## config.mk

```make
export PLATFORM = sky130hd
export DESIGN_NAME = fix_engine
export DESIGN_NICKNAME = d
export VERILOG_FILES = /design/src/rtl/fix_pkg.sv /design/src/rtl/fix_engine.sv /design/src/rtl/fix_parser.sv /design/src/rtl/msg_builder.sv /design/src/rtl/rx_msg_processor.sv /design/src/rtl/session_manager.sv
export VERILOG_INCLUDE_DIRS = /design/src /design/src/rtl
export SDC_FILE = /design/constraint.sdc
export NUM_CORES = 1
export LEC_CHECK = 0
export BUFFER_PORTS_ARGS = -buffer_cell sky130_fd_sc_hd__buf_2
export CAP_MARGIN = 10
export CORE_MARGIN = 1
export CORE_UTILIZATION = 55
export DETAILED_ROUTE_END_ITERATION = 10
export GPL_TIMING_DRIVEN = 0
export HOLD_SLACK_MARGIN = 0.06
export PLACE_DENSITY_LB_ADDON = 0.2
export SLEW_MARGIN = 0
export SYNTH_ARGS = -nofsm -noshare
export SYNTH_HDL_FRONTEND = slang
export SYNTH_SLANG_ARGS = --single-unit
```

## constraint.sdc

```tcl
create_clock -name clk -period 10.45 [get_ports clk]
set_input_delay 2.09 -clock clk [delete_from_list [all_inputs] [get_ports clk]]
set_output_delay 2.09 -clock clk [all_outputs]
set_load 0.01 [all_outputs]
```

## src/rtl/fix_consts.svh

```systemverilog
////////////////////////////////////////////////////////////////////////////
// protocol and timer constants for the FIX session engine
// include wherever the delimiter, field sizes or heartbeat interval are used
////////////////////////////////////////////////////////////////////////////
`ifndef FIX_CONSTS_SVH
`define FIX_CONSTS_SVH

// field delimiter between tag=value pairs
`define FIX_SOH         8'h01

`define FIX_VAL_BYTES   8           // value bytes kept per field
`define FIX_SEQ_DIGITS  4           // outgoing seq num, zero padded ascii

// idle clock cycles before a heartbeat goes out
`define FIX_HB_INTERVAL 2000

`define FIX_BEGIN_STR   "FIX.4.2"   // BeginString value, 7 bytes

`endif

```

## src/rtl/fix_pkg.sv

```systemverilog
////////////////////////////////////////////////////////////////////////////
// shared types of the FIX engine: decoded fields, rx summaries, msg types
// import inside module bodies, use scoped names in port lists
////////////////////////////////////////////////////////////////////////////
`default_nettype none
`include "fix_consts.svh"

package fix_pkg;

	// ascii codes as carried in tag 35
	typedef enum logic [7:0] {
		MSG_NONE      = 8'h00,          // unknown or missing type
		MSG_HEARTBEAT = 8'h30,          // '0'
		MSG_TEST_REQ  = 8'h31,          // '1'
		MSG_LOGOUT    = 8'h35,          // '5'
		MSG_LOGON     = 8'h41           // 'A'
	} fix_msg_e;

	typedef logic [13:0] fix_seq_t;

	// one tag=value pair off the wire
	typedef struct packed {
		logic [15:0]                 tag;   // decimal tag, binary
		logic [8*`FIX_VAL_BYTES-1:0] val;   // raw bytes, last one in lsb
		logic [3:0]                  len;   // valid bytes in val
	} fix_field_t;

	typedef struct packed {
		fix_msg_e msg_type;
		fix_seq_t seq_num;
		logic     seq_ok;                   // matches expected seq
		logic     chk_ok;                   // checksum field matches sum
	} rx_summary_t;

endpackage

`default_nettype wire

```

## src/rtl/fix_engine.sv

```systemverilog
////////////////////////////////////////////////////////////////////////////
// top of the single link FIX engine, TOE bytes in and reply bytes to FIFO
// parser, rx processor, session manager and builder in a chain
////////////////////////////////////////////////////////////////////////////
`timescale 1ns/1ps
`default_nettype none

module fix_engine (
	input  wire        clk,
	input  wire        arst_n_i,
	input  wire [7:0]  rx_byte_i,         // from toe
	input  wire        rx_valid_i,
	input  wire        connected_i,       // from toe
	input  wire        end_session_i,     // from app
	input  wire        fifo_full_i,
	output logic       fifo_write_o,
	output logic [7:0] message_o,         // goes to fifo
	output logic       end_o,
	output logic       session_active_o
);

	import fix_pkg::*;

	fix_field_t  field;
	logic        field_valid;
	logic [7:0]  rx_sum;
	rx_summary_t summary;
	logic        summary_valid;
	fix_seq_t    expected_seq;
	logic        tx_start;
	fix_msg_e    tx_type;
	fix_seq_t    tx_seq;
	logic        tx_busy;

	fix_parser i_parser (
		.clk           (clk),
		.arst_n_i      (arst_n_i),
		.rx_byte_i     (rx_byte_i),
		.rx_valid_i    (rx_valid_i),
		.field_o       (field),
		.field_valid_o (field_valid),
		.rx_sum_o      (rx_sum)
	);

	rx_msg_processor i_rx_proc (
		.clk             (clk),
		.arst_n_i        (arst_n_i),
		.field_i         (field),
		.field_valid_i   (field_valid),
		.rx_sum_i        (rx_sum),
		.expected_seq_i  (expected_seq),
		.summary_o       (summary),
		.summary_valid_o (summary_valid)
	);

	session_manager i_session (
		.clk              (clk),
		.arst_n_i         (arst_n_i),
		.connected_i      (connected_i),
		.end_session_i    (end_session_i),
		.summary_i        (summary),
		.summary_valid_i  (summary_valid),
		.tx_busy_i        (tx_busy),
		.expected_seq_o   (expected_seq),
		.tx_start_o       (tx_start),
		.tx_type_o        (tx_type),
		.tx_seq_o         (tx_seq),
		.session_active_o (session_active_o)
	);

	msg_builder i_builder (
		.clk          (clk),
		.arst_n_i     (arst_n_i),
		.tx_start_i   (tx_start),
		.tx_type_i    (tx_type),
		.tx_seq_i     (tx_seq),
		.fifo_full_i  (fifo_full_i),
		.tx_busy_o    (tx_busy),
		.fifo_write_o (fifo_write_o),
		.message_o    (message_o),
		.end_o        (end_o)
	);

endmodule

`default_nettype wire

```

## src/rtl/fix_parser.sv

```systemverilog
////////////////////////////////////////////////////////////////////////////
// splits the TOE byte stream into tag=value fields, one pulse per field
// also sums the message bytes ahead of the checksum tag
////////////////////////////////////////////////////////////////////////////
`timescale 1ns/1ps
`default_nettype none
`include "fix_consts.svh"

module fix_parser (
	input  wire                  clk,
	input  wire                  arst_n_i,
	input  wire [7:0]            rx_byte_i,        // from toe
	input  wire                  rx_valid_i,       // one byte per strobe
	output fix_pkg::fix_field_t  field_o,
	output logic                 field_valid_o,    // one cycle per field
	output logic [7:0]           rx_sum_o          // sum before "10="
);

	localparam logic [7:0] CH_EQ   = 8'h3d;       // '='
	localparam logic [7:0] CH_ZERO = 8'h30;       // '0'

	logic                        in_val_q;         // 0 tag, 1 value
	logic [15:0]                 tag_q;            // tag built in decimal
	logic [8*`FIX_VAL_BYTES-1:0] val_q;
	logic [3:0]                  len_q;
	logic [7:0]                  sum_q;            // running byte sum
	logic [7:0]                  base_q;           // sum at field start
	logic [7:0]                  sum_nxt;
	logic                        is_soh;

	assign sum_nxt = sum_q + rx_byte_i;
	assign is_soh  = (rx_byte_i == `FIX_SOH);

	always_ff @(posedge clk or negedge arst_n_i) begin
		if (!arst_n_i) begin
			in_val_q      <= 1'b0;
			tag_q         <= '0;
			len_q         <= '0;
			sum_q         <= '0;
			base_q        <= '0;
			field_valid_o <= 1'b0;
		end else begin
			field_valid_o <= 1'b0;
			if (rx_valid_i) begin
				sum_q <= sum_nxt;
				if (!in_val_q) begin
					if (rx_byte_i == CH_EQ) begin
						in_val_q <= 1'b1;   // tag done
						len_q    <= '0;
					end else if (is_soh) begin
						tag_q <= '0;        // stray delimiter
					end else begin
						tag_q <= tag_q * 16'd10 + {8'd0, rx_byte_i - CH_ZERO};
					end
				end else if (is_soh) begin
					in_val_q      <= 1'b0;
					tag_q         <= '0;
					field_valid_o <= 1'b1;
					if (tag_q == 16'd10) begin
						sum_q  <= '0;       // next message starts clean
						base_q <= '0;
					end else begin
						base_q <= sum_nxt;
					end
				end else if (len_q < `FIX_VAL_BYTES) begin
					len_q <= len_q + 4'd1;  // extra bytes dropped
				end
			end
		end
	end

	// value bytes and outputs, no reset needed
	always_ff @(posedge clk) begin
		if (rx_valid_i) begin
			if (!in_val_q && rx_byte_i == CH_EQ) begin
				val_q <= '0;
				if (tag_q == 16'd10)
					rx_sum_o <= base_q;     // checksum tag begins
			end
			if (in_val_q && !is_soh && len_q < `FIX_VAL_BYTES)
				val_q <= {val_q[8*`FIX_VAL_BYTES-9:0], rx_byte_i};
			if (in_val_q && is_soh) begin
				field_o.tag <= tag_q;
				field_o.val <= val_q;
				field_o.len <= len_q;
			end
		end
	end

endmodule

`default_nettype wire

```

## src/rtl/msg_builder.sv

```systemverilog
////////////////////////////////////////////////////////////////////////////
// serializes one reply per start pulse into the outgoing FIFO
// fixed template with BodyLength and CheckSum, stalls while FIFO is full
////////////////////////////////////////////////////////////////////////////
`timescale 1ns/1ps
`default_nettype none
`include "fix_consts.svh"

module msg_builder (
	input  wire                    clk,
	input  wire                    arst_n_i,
	input  wire                    tx_start_i,        // from session mgr
	input  wire fix_pkg::fix_msg_e tx_type_i,
	input  wire fix_pkg::fix_seq_t tx_seq_i,
	input  wire                    fifo_full_i,       // back-pressure level
	output logic                   tx_busy_o,
	output logic                   fifo_write_o,
	output logic [7:0]             message_o,         // goes to fifo
	output logic                   end_o              // last byte of reply
);

	import fix_pkg::*;

	// byte positions in 8=FIX.4.2|9=LLL|35=T|34=NNNN|10=CCC|
	localparam int P_BEGIN   = 2;
	localparam int P_LEN     = 12;
	localparam int P_TYPE    = 19;
	localparam int P_SEQ     = 24;
	localparam int P_SEQ_END = P_SEQ + `FIX_SEQ_DIGITS;  // soh closing body
	localparam int P_CHK     = P_SEQ_END + 4;
	localparam int P_LAST    = P_CHK + 3;
	localparam int BODY_LEN  = P_SEQ_END - P_TYPE + 4;   // "35=" through soh

	localparam logic [55:0] BEGIN_STR = `FIX_BEGIN_STR;
	localparam logic [23:0] LEN_STR   = {8'h30 + 8'(BODY_LEN / 100),
	                                     8'h30 + 8'((BODY_LEN / 10) % 10),
	                                     8'h30 + 8'(BODY_LEN % 10)};

	logic       busy_q;
	logic [5:0] idx_q;                                    // template position
	logic [7:0] chk_q;                                    // sum of sent bytes
	fix_msg_e   type_q;
	fix_seq_t   seq_q;
	logic [7:0] seq_dig [`FIX_SEQ_DIGITS];
	logic [23:0] chk_str;

	always_comb begin : seq_ascii
		fix_seq_t rem;
		rem = seq_q;
		for (int i = `FIX_SEQ_DIGITS - 1; i >= 0; i--) begin
			seq_dig[i] = 8'h30 + 8'(rem % fix_seq_t'(10));
			rem        = rem / fix_seq_t'(10);
		end
	end

	assign chk_str = {8'h30 + chk_q / 8'd100,
	                  8'h30 + (chk_q / 8'd10) % 8'd10,
	                  8'h30 + chk_q % 8'd10};

	always_comb begin
		case (idx_q) inside
			6'd0:                            message_o = "8";
			6'd1, 6'd11, P_TYPE - 1,
			P_SEQ - 1, P_CHK - 1:            message_o = "=";
			[P_BEGIN:P_BEGIN + 6]:           message_o = BEGIN_STR[8*(P_BEGIN + 6 - idx_q) +: 8];
			6'd10:                           message_o = "9";
			[P_LEN:P_LEN + 2]:               message_o = LEN_STR[8*(P_LEN + 2 - idx_q) +: 8];
			P_TYPE - 3, P_SEQ - 3:           message_o = "3";
			P_TYPE - 2:                      message_o = "5";
			P_TYPE:                          message_o = type_q;
			P_SEQ - 2:                       message_o = "4";
			[P_SEQ:P_SEQ_END - 1]:           message_o = seq_dig[idx_q - P_SEQ];
			P_CHK - 3:                       message_o = "1";
			P_CHK - 2:                       message_o = "0";
			[P_CHK:P_CHK + 2]:               message_o = chk_str[8*(P_CHK + 2 - idx_q) +: 8];
			default:                         message_o = `FIX_SOH;
		endcase
	end

	assign tx_busy_o    = busy_q;
	assign fifo_write_o = busy_q && !fifo_full_i;         // hold while full
	assign end_o        = fifo_write_o && (idx_q == 6'(P_LAST));

	always_ff @(posedge clk or negedge arst_n_i) begin
		if (!arst_n_i) begin
			busy_q <= 1'b0;
			idx_q  <= '0;
			chk_q  <= '0;
		end else if (tx_start_i) begin
			busy_q <= 1'b1;
			idx_q  <= '0;
			chk_q  <= '0;
		end else if (fifo_write_o) begin
			if (idx_q <= 6'(P_SEQ_END))
				chk_q <= chk_q + message_o;               // bytes ahead of "10="
			if (end_o) begin
				busy_q <= 1'b0;
				idx_q  <= '0;
			end else begin
				idx_q <= idx_q + 6'd1;
			end
		end
	end

	always_ff @(posedge clk) begin
		if (tx_start_i) begin
			type_q <= tx_type_i;
			seq_q  <= tx_seq_i;
		end
	end

endmodule

`default_nettype wire

```

## src/rtl/rx_msg_processor.sv

```systemverilog
////////////////////////////////////////////////////////////////////////////
// gathers MsgType, MsgSeqNum and CheckSum of each received message
// emits one summary per message when the checksum field closes it
////////////////////////////////////////////////////////////////////////////
`timescale 1ns/1ps
`default_nettype none
`include "fix_consts.svh"

module rx_msg_processor (
	input  wire                   clk,
	input  wire                   arst_n_i,
	input  wire fix_pkg::fix_field_t field_i,         // from parser
	input  wire                   field_valid_i,
	input  wire [7:0]             rx_sum_i,           // computed sum
	input  wire fix_pkg::fix_seq_t expected_seq_i,    // from session mgr
	output fix_pkg::rx_summary_t  summary_o,
	output logic                  summary_valid_o
);

	import fix_pkg::*;

	fix_msg_e    type_q;
	fix_seq_t    seq_q;
	logic [15:0] val_bin;                             // value as a number

	// ascii decimal digits to binary, first byte most significant
	function automatic logic [15:0] dec_to_bin(input logic [8*`FIX_VAL_BYTES-1:0] val,
	                                           input logic [3:0] len);
		logic [15:0] acc;
		acc = '0;
		for (int i = `FIX_VAL_BYTES - 1; i >= 0; i--) begin
			if (i < len)
				acc = acc * 16'd10 + {8'd0, val[8*i +: 8] - 8'h30};
		end
		return acc;
	endfunction

	assign val_bin = dec_to_bin(field_i.val, field_i.len);

	always_ff @(posedge clk or negedge arst_n_i) begin
		if (!arst_n_i) begin
			type_q          <= MSG_NONE;
			seq_q           <= '0;
			summary_valid_o <= 1'b0;
		end else begin
			summary_valid_o <= 1'b0;
			if (field_valid_i) begin
				case (field_i.tag)
					16'd35: begin
						case (field_i.val[7:0])
							8'h41:   type_q <= MSG_LOGON;
							8'h30:   type_q <= MSG_HEARTBEAT;
							8'h31:   type_q <= MSG_TEST_REQ;
							8'h35:   type_q <= MSG_LOGOUT;
							default: type_q <= MSG_NONE;
						endcase
						if (field_i.len != 4'd1)
							type_q <= MSG_NONE;   // multi char types unsupported
					end
					16'd34: seq_q <= val_bin[13:0];
					16'd10: begin
						summary_valid_o <= 1'b1;
						type_q          <= MSG_NONE;  // ready for next msg
						seq_q           <= '0;
					end
					default: ;
				endcase
			end
		end
	end

	always_ff @(posedge clk) begin
		if (field_valid_i && field_i.tag == 16'd10) begin
			summary_o.msg_type <= type_q;
			summary_o.seq_num  <= seq_q;
			summary_o.seq_ok   <= (seq_q == expected_seq_i);
			summary_o.chk_ok   <= (val_bin == {8'd0, rx_sum_i}) && (field_i.len == 4'd3);
		end
	end

endmodule

`default_nettype wire

```

## src/rtl/session_manager.sv

```systemverilog
////////////////////////////////////////////////////////////////////////////
// logon state, sequence numbers and heartbeat timer of one FIX session
// picks the reply for each accepted message, one request held if busy
////////////////////////////////////////////////////////////////////////////
`timescale 1ns/1ps
`default_nettype none
`include "fix_consts.svh"

module session_manager (
	input  wire                    clk,
	input  wire                    arst_n_i,
	input  wire                    connected_i,        // link up at toe
	input  wire                    end_session_i,      // from app
	input  wire fix_pkg::rx_summary_t summary_i,
	input  wire                    summary_valid_i,
	input  wire                    tx_busy_i,          // builder level
	output fix_pkg::fix_seq_t      expected_seq_o,
	output logic                   tx_start_o,
	output fix_pkg::fix_msg_e      tx_type_o,
	output fix_pkg::fix_seq_t      tx_seq_o,
	output logic                   session_active_o
);

	import fix_pkg::*;

	localparam int HB_W = $clog2(`FIX_HB_INTERVAL + 1);

	logic            active_q;
	fix_seq_t        exp_seq_q;
	fix_seq_t        out_seq_q;
	logic [HB_W-1:0] hb_cnt_q;
	logic            pend_q;                           // slot occupied
	fix_msg_e        pend_type_q;
	fix_seq_t        pend_seq_q;
	logic            accept;
	logic            hb_due;
	logic            req_v;
	fix_msg_e        req_type;
	logic            go_active;
	logic            go_idle;
	logic            tx_free;                          // builder can take one
	logic            req_drop;

	assign accept   = summary_valid_i && summary_i.seq_ok && summary_i.chk_ok && connected_i;
	assign hb_due   = active_q && (hb_cnt_q == HB_W'(`FIX_HB_INTERVAL));
	assign tx_free  = !tx_busy_i && !tx_start_o;      // busy lags start by one
	assign req_drop = req_v && pend_q && !tx_free;

	// one request per cycle, received traffic first
	always_comb begin
		req_v     = 1'b0;
		req_type  = MSG_NONE;
		go_active = 1'b0;
		go_idle   = 1'b0;
		if (accept) begin
			case (summary_i.msg_type)
				MSG_LOGON: if (!active_q) begin
					req_v     = 1'b1;
					req_type  = MSG_LOGON;
					go_active = 1'b1;
				end
				MSG_TEST_REQ: if (active_q) begin
					req_v    = 1'b1;
					req_type = MSG_HEARTBEAT;
				end
				MSG_LOGOUT: if (active_q) begin
					req_v    = 1'b1;
					req_type = MSG_LOGOUT;
					go_idle  = 1'b1;
				end
				default: ;                                 // heartbeat, no reply
			endcase
		end else if (end_session_i && active_q) begin
			req_v    = 1'b1;
			req_type = MSG_LOGOUT;
			go_idle  = 1'b1;
		end else if (hb_due) begin
			req_v    = 1'b1;
			req_type = MSG_HEARTBEAT;
		end
	end

	always_ff @(posedge clk or negedge arst_n_i) begin
		if (!arst_n_i) begin
			active_q   <= 1'b0;
			exp_seq_q  <= fix_seq_t'(1);
			out_seq_q  <= fix_seq_t'(1);
			hb_cnt_q   <= '0;
			pend_q     <= 1'b0;
			tx_start_o <= 1'b0;
		end else begin
			tx_start_o <= tx_free && (pend_q || req_v);
			if (pend_q && tx_free)
				pend_q <= req_v;                           // slot refilled
			else if (req_v && !tx_free)
				pend_q <= 1'b1;
			if (accept)
				exp_seq_q <= exp_seq_q + fix_seq_t'(1);
			if (req_v && !req_drop)
				out_seq_q <= out_seq_q + fix_seq_t'(1);
			if (go_active)
				active_q <= 1'b1;
			if (go_idle) begin
				active_q  <= 1'b0;
				exp_seq_q <= fix_seq_t'(1);
				out_seq_q <= fix_seq_t'(1);
			end
			if (!active_q || accept || tx_start_o || hb_due)
				hb_cnt_q <= '0;
			else
				hb_cnt_q <= hb_cnt_q + 1'b1;
		end
	end

	// request payload, pending first
	always_ff @(posedge clk) begin
		if (tx_free) begin
			tx_type_o <= pend_q ? pend_type_q : req_type;
			tx_seq_o  <= pend_q ? pend_seq_q : out_seq_q;
		end
		if (req_v && (pend_q == tx_free)) begin
			pend_type_q <= req_type;
			pend_seq_q  <= out_seq_q;
		end
	end

	assign expected_seq_o   = exp_seq_q;
	assign session_active_o = active_q;

endmodule

`default_nettype wire

```

* After elaboration in Yosys (flattened, before gate mapping) *
Index checks and enable logic that the tools add are counted.

storage, ports and cells
  bits in registers = 350
  input bits = 14
  output and inout port bits = 11
  word-level logic and storage cells = 295

cells by class
  add/subtract/negate cells = 35
  $mul = 8
  divide/modulo/power cells = 11
  order comparisons = 19
  equal/unequal tests = 37
  shifts and indexed selects = 3
  mux-type cells = 87
  bitwise gates (word level) = 1
  reduce and logical (&&, ||, !) cells = 62

operators with widths
  cell                                                                number
  two-way mux 8 bit                                                   25
  two-way mux 16 bit                                                  11
  adder 16 x 8 -> 16 bit                                              8
  two-way mux 64 bit                                                  2
  multiplier 16 x 3 -> 15 bit, second input constant                  7
  subtractor 8 x 6 -> 8 bit, second input constant                    9
  two-way mux 14 bit                                                  5
  == test 6 x 5 -> 1 bit, second input constant                       10
  adder 6 x 8 -> 8 bit, first input constant                          7
  modulo 14 x 4 -> 14 bit, second input constant                      4
  variable part select 56 x 33 -> 8 bit, first input constant         1
  == test 8 x 6 -> 1 bit, second input constant                       6
  divider 14 x 4 -> 14 bit, second input constant                     3
  two-way mux 6 bit                                                   6
  greater-or-equal comparator 33 x 3 -> 1 bit, second input constant  1
  NOT 32 -> 33 bit                                                    1
  variable part select 24 x 33 -> 8 bit                               1
  variable part select 24 x 33 -> 8 bit, first input constant         1
  == test 16 x 4 -> 1 bit, second input constant                      2
  == test 16 x 6 -> 1 bit, second input constant                      2
  adder 14 x 1 -> 14 bit, second input constant                       2
  case mux 14 bit (2 select lines)                                    1
  case mux 7 bit (4 select lines)                                     1
  logical AND 1 bit                                                   25
  52 further kinds                                                    122

* Longest topological paths before layout *
Gate-level depths: netlist of run 1.

  depth in word-level cells = 25
  gate-level depth with buffers = 53

* By module *
A second synthesis of run 1 with hierarchy kept.

second synthesis, totals
  cells, all modules = 2869
  area, all modules = 27445.1 um^2

modules (own cells, without submodules)
  module            times used  cells an instance  area an instance (um^2)  seq. area each (um^2)
  rx_msg_processor  1           982                8147.8                   1076.0
  fix_parser        1           545                8061.5                   5635.4
  msg_builder       1           1026               7548.5                   1036.0
  session_manager   1           316                3687.3                   2134.5

* Worst setup path after synthesis of run 1 *
Ideal clock, no wire load.

  path type = register to register
  start = register i_parser.field_o[3] in the netlist's numbering
  end = register i_rx_proc.summary_o[0] in the netlist's numbering (data pin)
  data arrival time = 10.409 ns
  required time = 10.274 ns
  path slack = -0.135 ns
  cell stages (with the launch flop) = 54
  buffers on the path = 1
  path through = edfxtp_1 > clkbuf_1 > and2_1 > ha_1 > ha_1 > ha_1 > xnor2_1 > nor2_1 > ha_1 > inv_1 > fa_1 > inv_1 > ha_1 > xnor2_1 > nor2_1 > ha_1 > ha_1 > xnor2_1 > (+18 left out) > ha_1 > inv_1 > nor2_1 > nor2_1 > xnor2_1 > and2_1 > nand2_1 > xor2_1 > nor2_1 > ha_1 > ha_1 > xnor2_1 > nand3_1 > xnor2_1 > xnor2_1 > xnor2_1 > a21oi_1 > nor4_1

between the ends
  word-level cells in the longest chain between the ends = 25

ends and longest elaborated chain
  item                                 RTL line                RTL
  from (decl)                          fix_parser.sv:14        output fix_pkg::fix_field_t field_o,
  less-than comparator 3 x 4 -> 1 bit  rx_msg_processor.sv:32  if (i < len)
  two-way mux 8 bit                    rx_msg_processor.sv:32
  multiplier 8 x 3 -> 11 bit           rx_msg_processor.sv:33  acc = acc * 16'd10 + {8'd0, val[8*i +: 8] - 8'h30};
  adder 16 x 8 -> 16 bit               rx_msg_processor.sv:33
  two-way mux 16 bit                   rx_msg_processor.sv:32
  multiplier 16 x 3 -> 15 bit          rx_msg_processor.sv:33
  adder 16 x 8 -> 16 bit               rx_msg_processor.sv:33
  two-way mux 16 bit                   rx_msg_processor.sv:32
  (+9 left out)                        n/a
  multiplier 16 x 3 -> 15 bit          rx_msg_processor.sv:33
  adder 16 x 8 -> 16 bit               rx_msg_processor.sv:33
  two-way mux 16 bit                   rx_msg_processor.sv:32
  multiplier 16 x 3 -> 15 bit          rx_msg_processor.sv:33
  adder 16 x 8 -> 16 bit               rx_msg_processor.sv:33
  two-way mux 16 bit                   rx_msg_processor.sv:32
  == test 16 x 8 -> 1 bit              rx_msg_processor.sv:77  summary_o.chk_ok <= (val_bin == {8'd0, rx_sum_i}) && (field_i.len == 4'd3);
  logical AND 1 bit *                  rx_msg_processor.sv:77
  to (decl)                            rx_msg_processor.sv:16  output fix_pkg::rx_summary_t summary_o,

Every way passes the cells marked *; elsewhere a longest branch is shown, timed or not.
A chain may end at the register's enable or synchronous reset.

* Worst setup path after layout of run 1 *
Ends and elaborated chain as after synthesis.

==> impl_metrics.csv, run 1 <==
group,metric,value,unit
global_routing,grt_first_pass_wirelength,99800,µm
placed_design,dp.final_hpwl,43000,µm
yosys,async_reset_ff_frac,0.345,
timing,layout_min_cycle_time,10.77,ns
global_routing,first_global_vias,20700,
routing,post-route-drc-count,0,
timing,min_period_over_period,1.03,
worst_hold_path,hold_path_class,"reg2reg",
timing,slew_at_the_pin_closest_to_its_max_slew_limit,0.983,ns
final_layout,fin_util,0.657,
routing,detail_route.iter0.violations,1093,
yosys,synth-edff-count,216,
die,io_pins,25,
final_layout,number_of_fillers_in_the_final_layout,3483,
final_layout,design.final.nets,3171,
final_layout,antennaDiodeCount,0,
clock_tree,max-clock-path-buffers,3,
global_routing,antenna_found_initial,0,
global_routing,gr-usage-all-layers,0.251,
placed_design,gp_routability_congestion,0.909,
final_layout,post_route_cells_drive_above_1_share,0.172,
routing,route.detailed.vias_per_inst,5.92,
setup_path,timing.critical_path.to_type,"register",
yosys,synthDominantCellAreaShare,0.249,
die,die_area,0.0482,mm²
setup_path,critical_path_class,"reg2reg",
yosys,number_of_standard_cells_after_synthesis,2689,
flow_run,max-cap-violations,0,
final_layout,area.growth.synth_to_final,17.6,%
yosys,synthTopCellsByArea,"sky130_fd_sc_hd__edfxtp_1, sky130_fd_sc_hd__ha_1, sky130_fd_sc_hd__dfrtp_1",
clock_tree,cts-buffers-inserted,36,
yosys,yosys.cell_count.top_type,"sky130_fd_sc_hd__ha_1",
setup_path,crit_path_max_fanout,6,
final_layout,stdcell_area,0.0306,mm²
clock_tree,clk_pin_slew_worst_paths,0.06,ns
setup_path,timing.critical_path.slowest_stage_cell,"sky130_fd_sc_hd__edfxtp_1",
final_layout,seqCellArea,0.00934,mm²
yosys,postSynth.topFlopCell,"sky130_fd_sc_hd__edfxtp_1",
yosys,synth_area,0.0260,mm²
pwr,vdd_ir_drop_max,0.294,mV
yosys,synth_sequential_area_ratio,0.359,
yosys,synth_warnings,0,
routing,drt-total-wl,62500,µm
final_layout,multi_input_area,0.0171,mm²
die,core.rowCount,79,
yosys,total_of_flip_flops_plus_latches_after_synthesis,330,
timing,slew_viol_final,0,
yosys,netlist_top_cells_count,"sky130_fd_sc_hd__ha_1, sky130_fd_sc_hd__nor2_1, sky130_fd_sc_hd__edfxtp_1",
placed_design,place_inst,3325,
setup_path,worst_path_largest_cell_delay,0.52,ns
outcome,failing_checks,"negative setup slack",
setup_path,crit_arrival,11.12,ns
routing,drt.antenna.violating_nets,0,
routing,vias_post_dr,20700,
setup_path,critPathRequiredTime,10.80,ns
clock_tree,clock_tree.root_cell,"sky130_fd_sc_hd__clkbuf_16",
placed_design,buffer_ports.inserted,23,
setup_path,cp_common_cell,"sky130_fd_sc_hd__ha_4",
routing,drt_first_pass_iters,7,
yosys,synth.distinct_cells,122,
outcome,status,"finished with violations",
yosys,syn-mean-instance-area,9.67,µm²
die,fp.coreArea,0.0466,mm²
clock_tree,cts_htree_levels,2,
setup_path,worst_setup_path_start_kind,"register",
timing,worst_slew_margin_relative_to_its_limit,0.339,
timing,timing.final.ws_setup,-0.317,ns
pwr,design_power_total,8840,µW
die,die_h,219,µm
global_routing,grt_start_max_net_pins,96,
placed_design,detailed_place.area,0.0271,mm²
timing,timing.clock.skew,0.0300,ns
timing,grt_setup_unrepaired,"true",
pwr,leakage_power_of_the_design,0.0129,µW
clock_tree,clock_tree_from_tritoncts,"done",
routing,route.detailed.wl_per_inst,17.9,µm
pwr,cellPowerDensity,289,mW/mm²
clock_tree,clock_latency_reported_for_the_late_side_of_the_worst_skew_pair,0.56,ns
yosys,synth.largest_area_cell,"sky130_fd_sc_hd__edfxtp_1",
final_layout,fin_cells,3500,
timing,setup_violators_final,1,
global_routing,gr-total-overflow,0,
die,initial_utilization,0.559,
timing,hold_viol,0,
timing,maxClockFrequency,92.9,MHz
clock_tree,cts_sinks,330,
die,dieWidth,219,µm
placed_design,placement.setup.worst_slack,-1.16,ns
[flip-flops by register name (all words and copies together), names as in the netlist, 6 cells and up]
name / flops
i_parser.field_o: 84
i_parser.val_q: 64
i_parser.tag_q: 16
i_builder.seq_q: 14
i_rx_proc.seq_q: 14
i_session.expected_seq_o: 14
i_session.out_seq_q: 14
i_session.pend_seq_q: 14
i_session.tx_seq_o: 14
i_session.hb_cnt_q: 11
i_builder.chk_q: 8
i_parser.base_q: 8
i_parser.rx_sum_o: 8
i_parser.sum_q: 8
i_builder.idx_q: 6
i_rx_proc.summary_o: 6
[power by group]
part           internal, µW  switching, µW
Combinational          2540           3200
Sequential             1640            162
Clock                   769            530
Total                  4950           3890
[logic make-up (layout without fill, tap and decap cells)]
| family | Yosys count | in the layout | synth area share |
|---|---|---|---|
| and+or+nand+nor | 835 | 835 | 0.165 |
| AOI/OAI and AO/OA | 655 | 655 | 0.180 |
| DFF | 330 | 330 | 0.359 |
| adders and majority gates | 292 | 292 | 0.145 |
| buffers and inverters | 271 | 474 | 0.0422 |
| xor gates and xnor gates | 261 | 261 | 0.0882 |
| muxes | 44 | 44 | 0.0194 |
| other | 1 | 2 | 0.000144 |
[stage by stage]
step | hold WS (ns) | TNS, ns
floorplan | 0.400 | 0
global placement | 0.402 | -1.59
detailed placement | 0.405 | -2.04
CTS | 0.418 | -0.0325
global route | 0.421 | -1.01
finish | 0.417 | -0.317
[critical path, delay by kind of cell (launching register included)]
family | cells | cell delay, ns
buf+inv | 6 | 0.70
fa+ha+maj | 17 | 5.29
flops | 1 | 0.52
compound gates | 2 | 0.33
simple gates | 10 | 1.32
xor+xnor | 14 | 2.32
[layout by cell type, fill, tap and decap left out, drive strengths merged, types with 65 or more instances in the layout]
master	netlist	layout
nand3	65	65
and2	89	89
buf	31	169
xnor2	174	174
a21o	76	76
ha	272	272
edfxtp	216	216
clkbuf	62	104
a21oi	162	162
nor2	230	230
dfrtp	112	112
nand2	167	167
xor2	87	87
inv	174	175
o21ai	107	107
[routing by layer]
metal  routed length [µm]  part of all wire  GRT usage  vias up
met5                    0                 0          0        -
met4                 1310             0.021     0.0762        0
met3                 2150             0.034     0.0276       98
met2                32100              0.51      0.456      434
met1                26900              0.43      0.309    10100
li1                     -                 -          -    10100
[final cells by class]
cell class / instances / area share
Tap cell: 607 / 0.0248
Multi-Input combinational cell: 2089 / 0.559
Inverter: 178 / 0.0219
Clock inverter: 23 / 0.00769
Clock buffer: 41 / 0.0317
Buffer: 91 / 0.0142
Sequential cell: 330 / 0.305
Timing Repair Buffer: 141 / 0.0357
[final timing paths]
path	slack, ns	end	from	cells past startpoint
setup / recovery	-0.32	i_rx_proc.summary_o[0]	i_parser.field_o[3]	49
hold / removal	0.42	i_builder.seq_q[13]	i_session.tx_seq_o[13]	0
setup reg to reg	-0.32	i_rx_proc.summary_o[0]	i_parser.field_o[3]	49
hold reg to reg	0.42	i_builder.seq_q[13]	i_session.tx_seq_o[13]	0
max in group asynchronous	8.24	i_session.out_seq_q[0]	arst_n_i	2
min in group asynchronous	1.39	i_parser.tag_q[14]	arst_n_i	1
[repair_timing]
item,in CTS,in global routing
hold buffers,0,0
resized for setup,126,95
setup endpoints to repair,6,5
pin swaps,128,89
buffers inserted,70,43
(Power assumes the default switching activity.)
==> run 2, diff against run 1 <==
- CORE_MARGIN: 1 -> 2
- SYNTH_HIERARCHICAL: not set -> 1
==> run 2 against run 1 <==
Effect of this change: the flow still finishes with violations (negative setup slack); clock skew is 0.0029 ns lower; cell count is 6.1% higher; worst hold slack hardly changed; clock-buffer cell count is 5 higher; largest cell class unchanged; largest power group unchanged; highest routed layer unchanged.
==> impl_metrics.csv, run 2 <==
group,metric,value,unit
outcome,status,"finished with violations",
outcome,failing_checks,"negative setup slack",
timing,min_period_over_period,1.14,
pwr,p_sw,1880,µW
pwr,cellPowerDensity,166,mW/mm²
setup_path,timing.critical_path.to_type,"register",
timing,maxClockFrequency,84.1,MHz
timing,timing.final.ws_setup,-1.43,ns
global_routing,gr-usage-all-layers,0.251,
routing,detail_route.iter0.violations,1572,
setup_path,worstRegToRegCells,58,
clock_tree,cts_sinks,334,
timing,setup_violators_final,3,
setup_path,worst_path_largest_cell_delay,0.52,ns
die,io_pins,25,
global_routing,grt_first_pass_wirelength,106000,µm
setup_path,worst_setup_path_start_kind,"register",
routing,vias_post_dr,22200,
pwr,cellInternalPower,3370,µW
pwr,design_power_total,5250,µW
routing,drt-total-wl,65000,µm
placed_design,dp.final_hpwl,47400,µm
pwr,leakage_power_of_the_design,0.0131,µW
pwr,combPwrFrac,0.449,
die,dieWidth,226,µm
clock_tree,cts-buffers-inserted,36,
final_layout,post_route_cells_drive_above_1_share,0.177,
setup_path,critPathRequiredTime,10.80,ns
timing,hold_viol,0,
final_layout,area.growth.synth_to_final,17.0,%
clock_tree,clock_tree.root_cell,"sky130_fd_sc_hd__clkbuf_16",
final_layout,reg_top3,"i_parser/field_o (84), i_parser/val_q (64), i_parser/tag_q (16)",
final_layout,mostFrequentLayoutCells,"sky130_fd_sc_hd__nor2_1, sky130_fd_sc_hd__ha_1, sky130_fd_sc_hd__edfxtp_1",
yosys,number_of_standard_cells_after_synthesis,2855,
die,core.rowCount,81,
timing,grt_setup_unrepaired,"true",
final_layout,layout_commonest_cell,"sky130_fd_sc_hd__nor2_1",
final_layout,antennaDiodeCount,0,
timing,slew_at_the_pin_closest_to_its_max_slew_limit,0.953,ns
pwr,seqPwrFrac,0.320,
die,fp.coreArea,0.0487,mm²
placed_design,gp_routability_congestion,0.920,
flow_run,max-cap-violations,0,
die,die_h,226,µm
routing,route.detailed.wl_per_inst,17.5,µm
global_routing,antenna_found_initial,0,
global_routing,first_global_vias,21700,
pwr,vdd_ir_drop_max,0.243,mV
final_layout,fin_cells,3715,
placed_design,buffer_ports.inserted,23,
die,die_area,0.0509,mm²
timing,slew_viol_final,0,
routing,route.detailed.vias_per_inst,5.99,
global_routing,gr-total-overflow,0,
clock_tree,cts.hold.buffers_added,0,
setup_path,cp_common_cell,"sky130_fd_sc_hd__ha_4",
worst_hold_path,hold_path_class,"reg2reg",
clock_tree,max-clock-path-buffers,3,
final_layout,largest_reg_flops,84,
pwr,clock_power_share,0.230,
routing,drt.antenna.violating_nets,0,
yosys,synth_warnings,6,
worst_hold_path,timing.hold.worst_path_depth,0,
routing,drt_first_pass_iters,5,
die,initial_utilization,0.554,
timing,layout_min_cycle_time,11.88,ns
setup_path,timing.critical_path.slowest_stage_cell,"sky130_fd_sc_hd__fa_1",
yosys,synth_area,0.0270,mm²
clock_tree,clock_latency_reported_for_the_late_side_of_the_worst_skew_pair,0.55,ns
clock_tree,clk_pin_slew_worst_paths,0.06,ns
routing,post-route-drc-count,0,
pwr,power_switching_share,0.358,
timing,timing.clock.skew,0.0271,ns
clock_tree,cts_htree_levels,2,
final_layout,top_register,"i_parser/field_o",
setup_path,crit_arrival,12.24,ns
placed_design,place_inst,3553,
setup_path,crit_path_max_fanout,7,
setup_path,critical_path_class,"reg2reg",
yosys,syn-mean-instance-area,9.47,µm²
global_routing,grt_start_max_net_pins,95,
timing,worst_slew_margin_relative_to_its_limit,0.356,
clock_tree,clock_tree_from_tritoncts,"done",
final_layout,design.final.nets,3327,
run 2: layout make-up:
cell class	instances	area [µm²]
multi-input cells	2241	17900
fillers	3766	17100
flip-flops and latches	334	9460
repair buffers	130	1010
clock buffers	46	960
well taps	664	831
inverters	163	636
plain buffers	117	623
clock inverters	20	178
run 2: power by group through the flow:
stage | Clock (µW) | Sequential (µW) | Combinational [µW]
2_1_floorplan | 0 | 1670 | 1520
3_3_place_gp | 0 | 1710 | 1790
3_5_place_dp | 0 | 1710 | 1850
4_1_cts | 1240 | 1680 | 2170
5_1_grt | 1290 | 1700 | 2580
6_report | 1210 | 1680 | 2360
run 2: path summary, 6_finish.rpt:
path,slack (ns),to,start
setup / recovery,-1.43,i_rx_proc/summary_o[0],i_parser/field_o[3]
hold / removal,0.42,i_builder/seq_q[7],i_session/tx_seq_o[7]
setup reg to reg,-1.43,i_rx_proc/summary_o[0],i_parser/field_o[3]
hold reg to reg,0.42,i_builder/seq_q[7],i_session/tx_seq_o[7]
max in group asynchronous,8.21,i_session/out_seq_q[2],arst_n_i
min in group asynchronous,1.40,i_parser/tag_q[13],arst_n_i
run 2: critical path, delay by kind of cell, from the launching register on:
family                     cells  cell delay [ns]
adders and majority gates     17             5.05
buffers and inverters          6             0.51
xor gates and xnor gates      10             1.71
DFF                            1             0.50
muxes                          1             0.18
AOI/OAI and AO/OA             10             1.67
and+or+nand+nor               14             2.02
run 2: timing repair:
action | 4_1_cts | 5_1_grt
endpoints found under the setup margin | 8 | 12
resized for setup | 104 | 159
setup buffers | 51 | 47
pin swaps | 64 | 67
hold endpoints to repair | 0 | 0
cloned | 0 | 2
run 2: routing by layer:
layer  wire (µm)  GRT usage  up-vias
li1            -          -    10800
met1       28100      0.322    10700
met2       32700      0.444      576
met3        2440     0.0273      143
met4        1730     0.0780        0
met5           0          0        -
run 2: stage by stage:
stage	area [µm²]	worst slack, ns	hold slack [ns]	utilization	TNS (ns)
global route	31600	-1.94	0.424	0.649	-3.83
finish	31600	-1.43	0.417	0.649	-1.93
detailed placement	28300	-2.18	0.405	0.581	-6.45
floorplan	27200	-0.746	0.400	-	-0.876
global placement	28200	-2.00	0.401	0.578	-5.39
CTS	30500	-1.62	0.418	0.625	-2.30
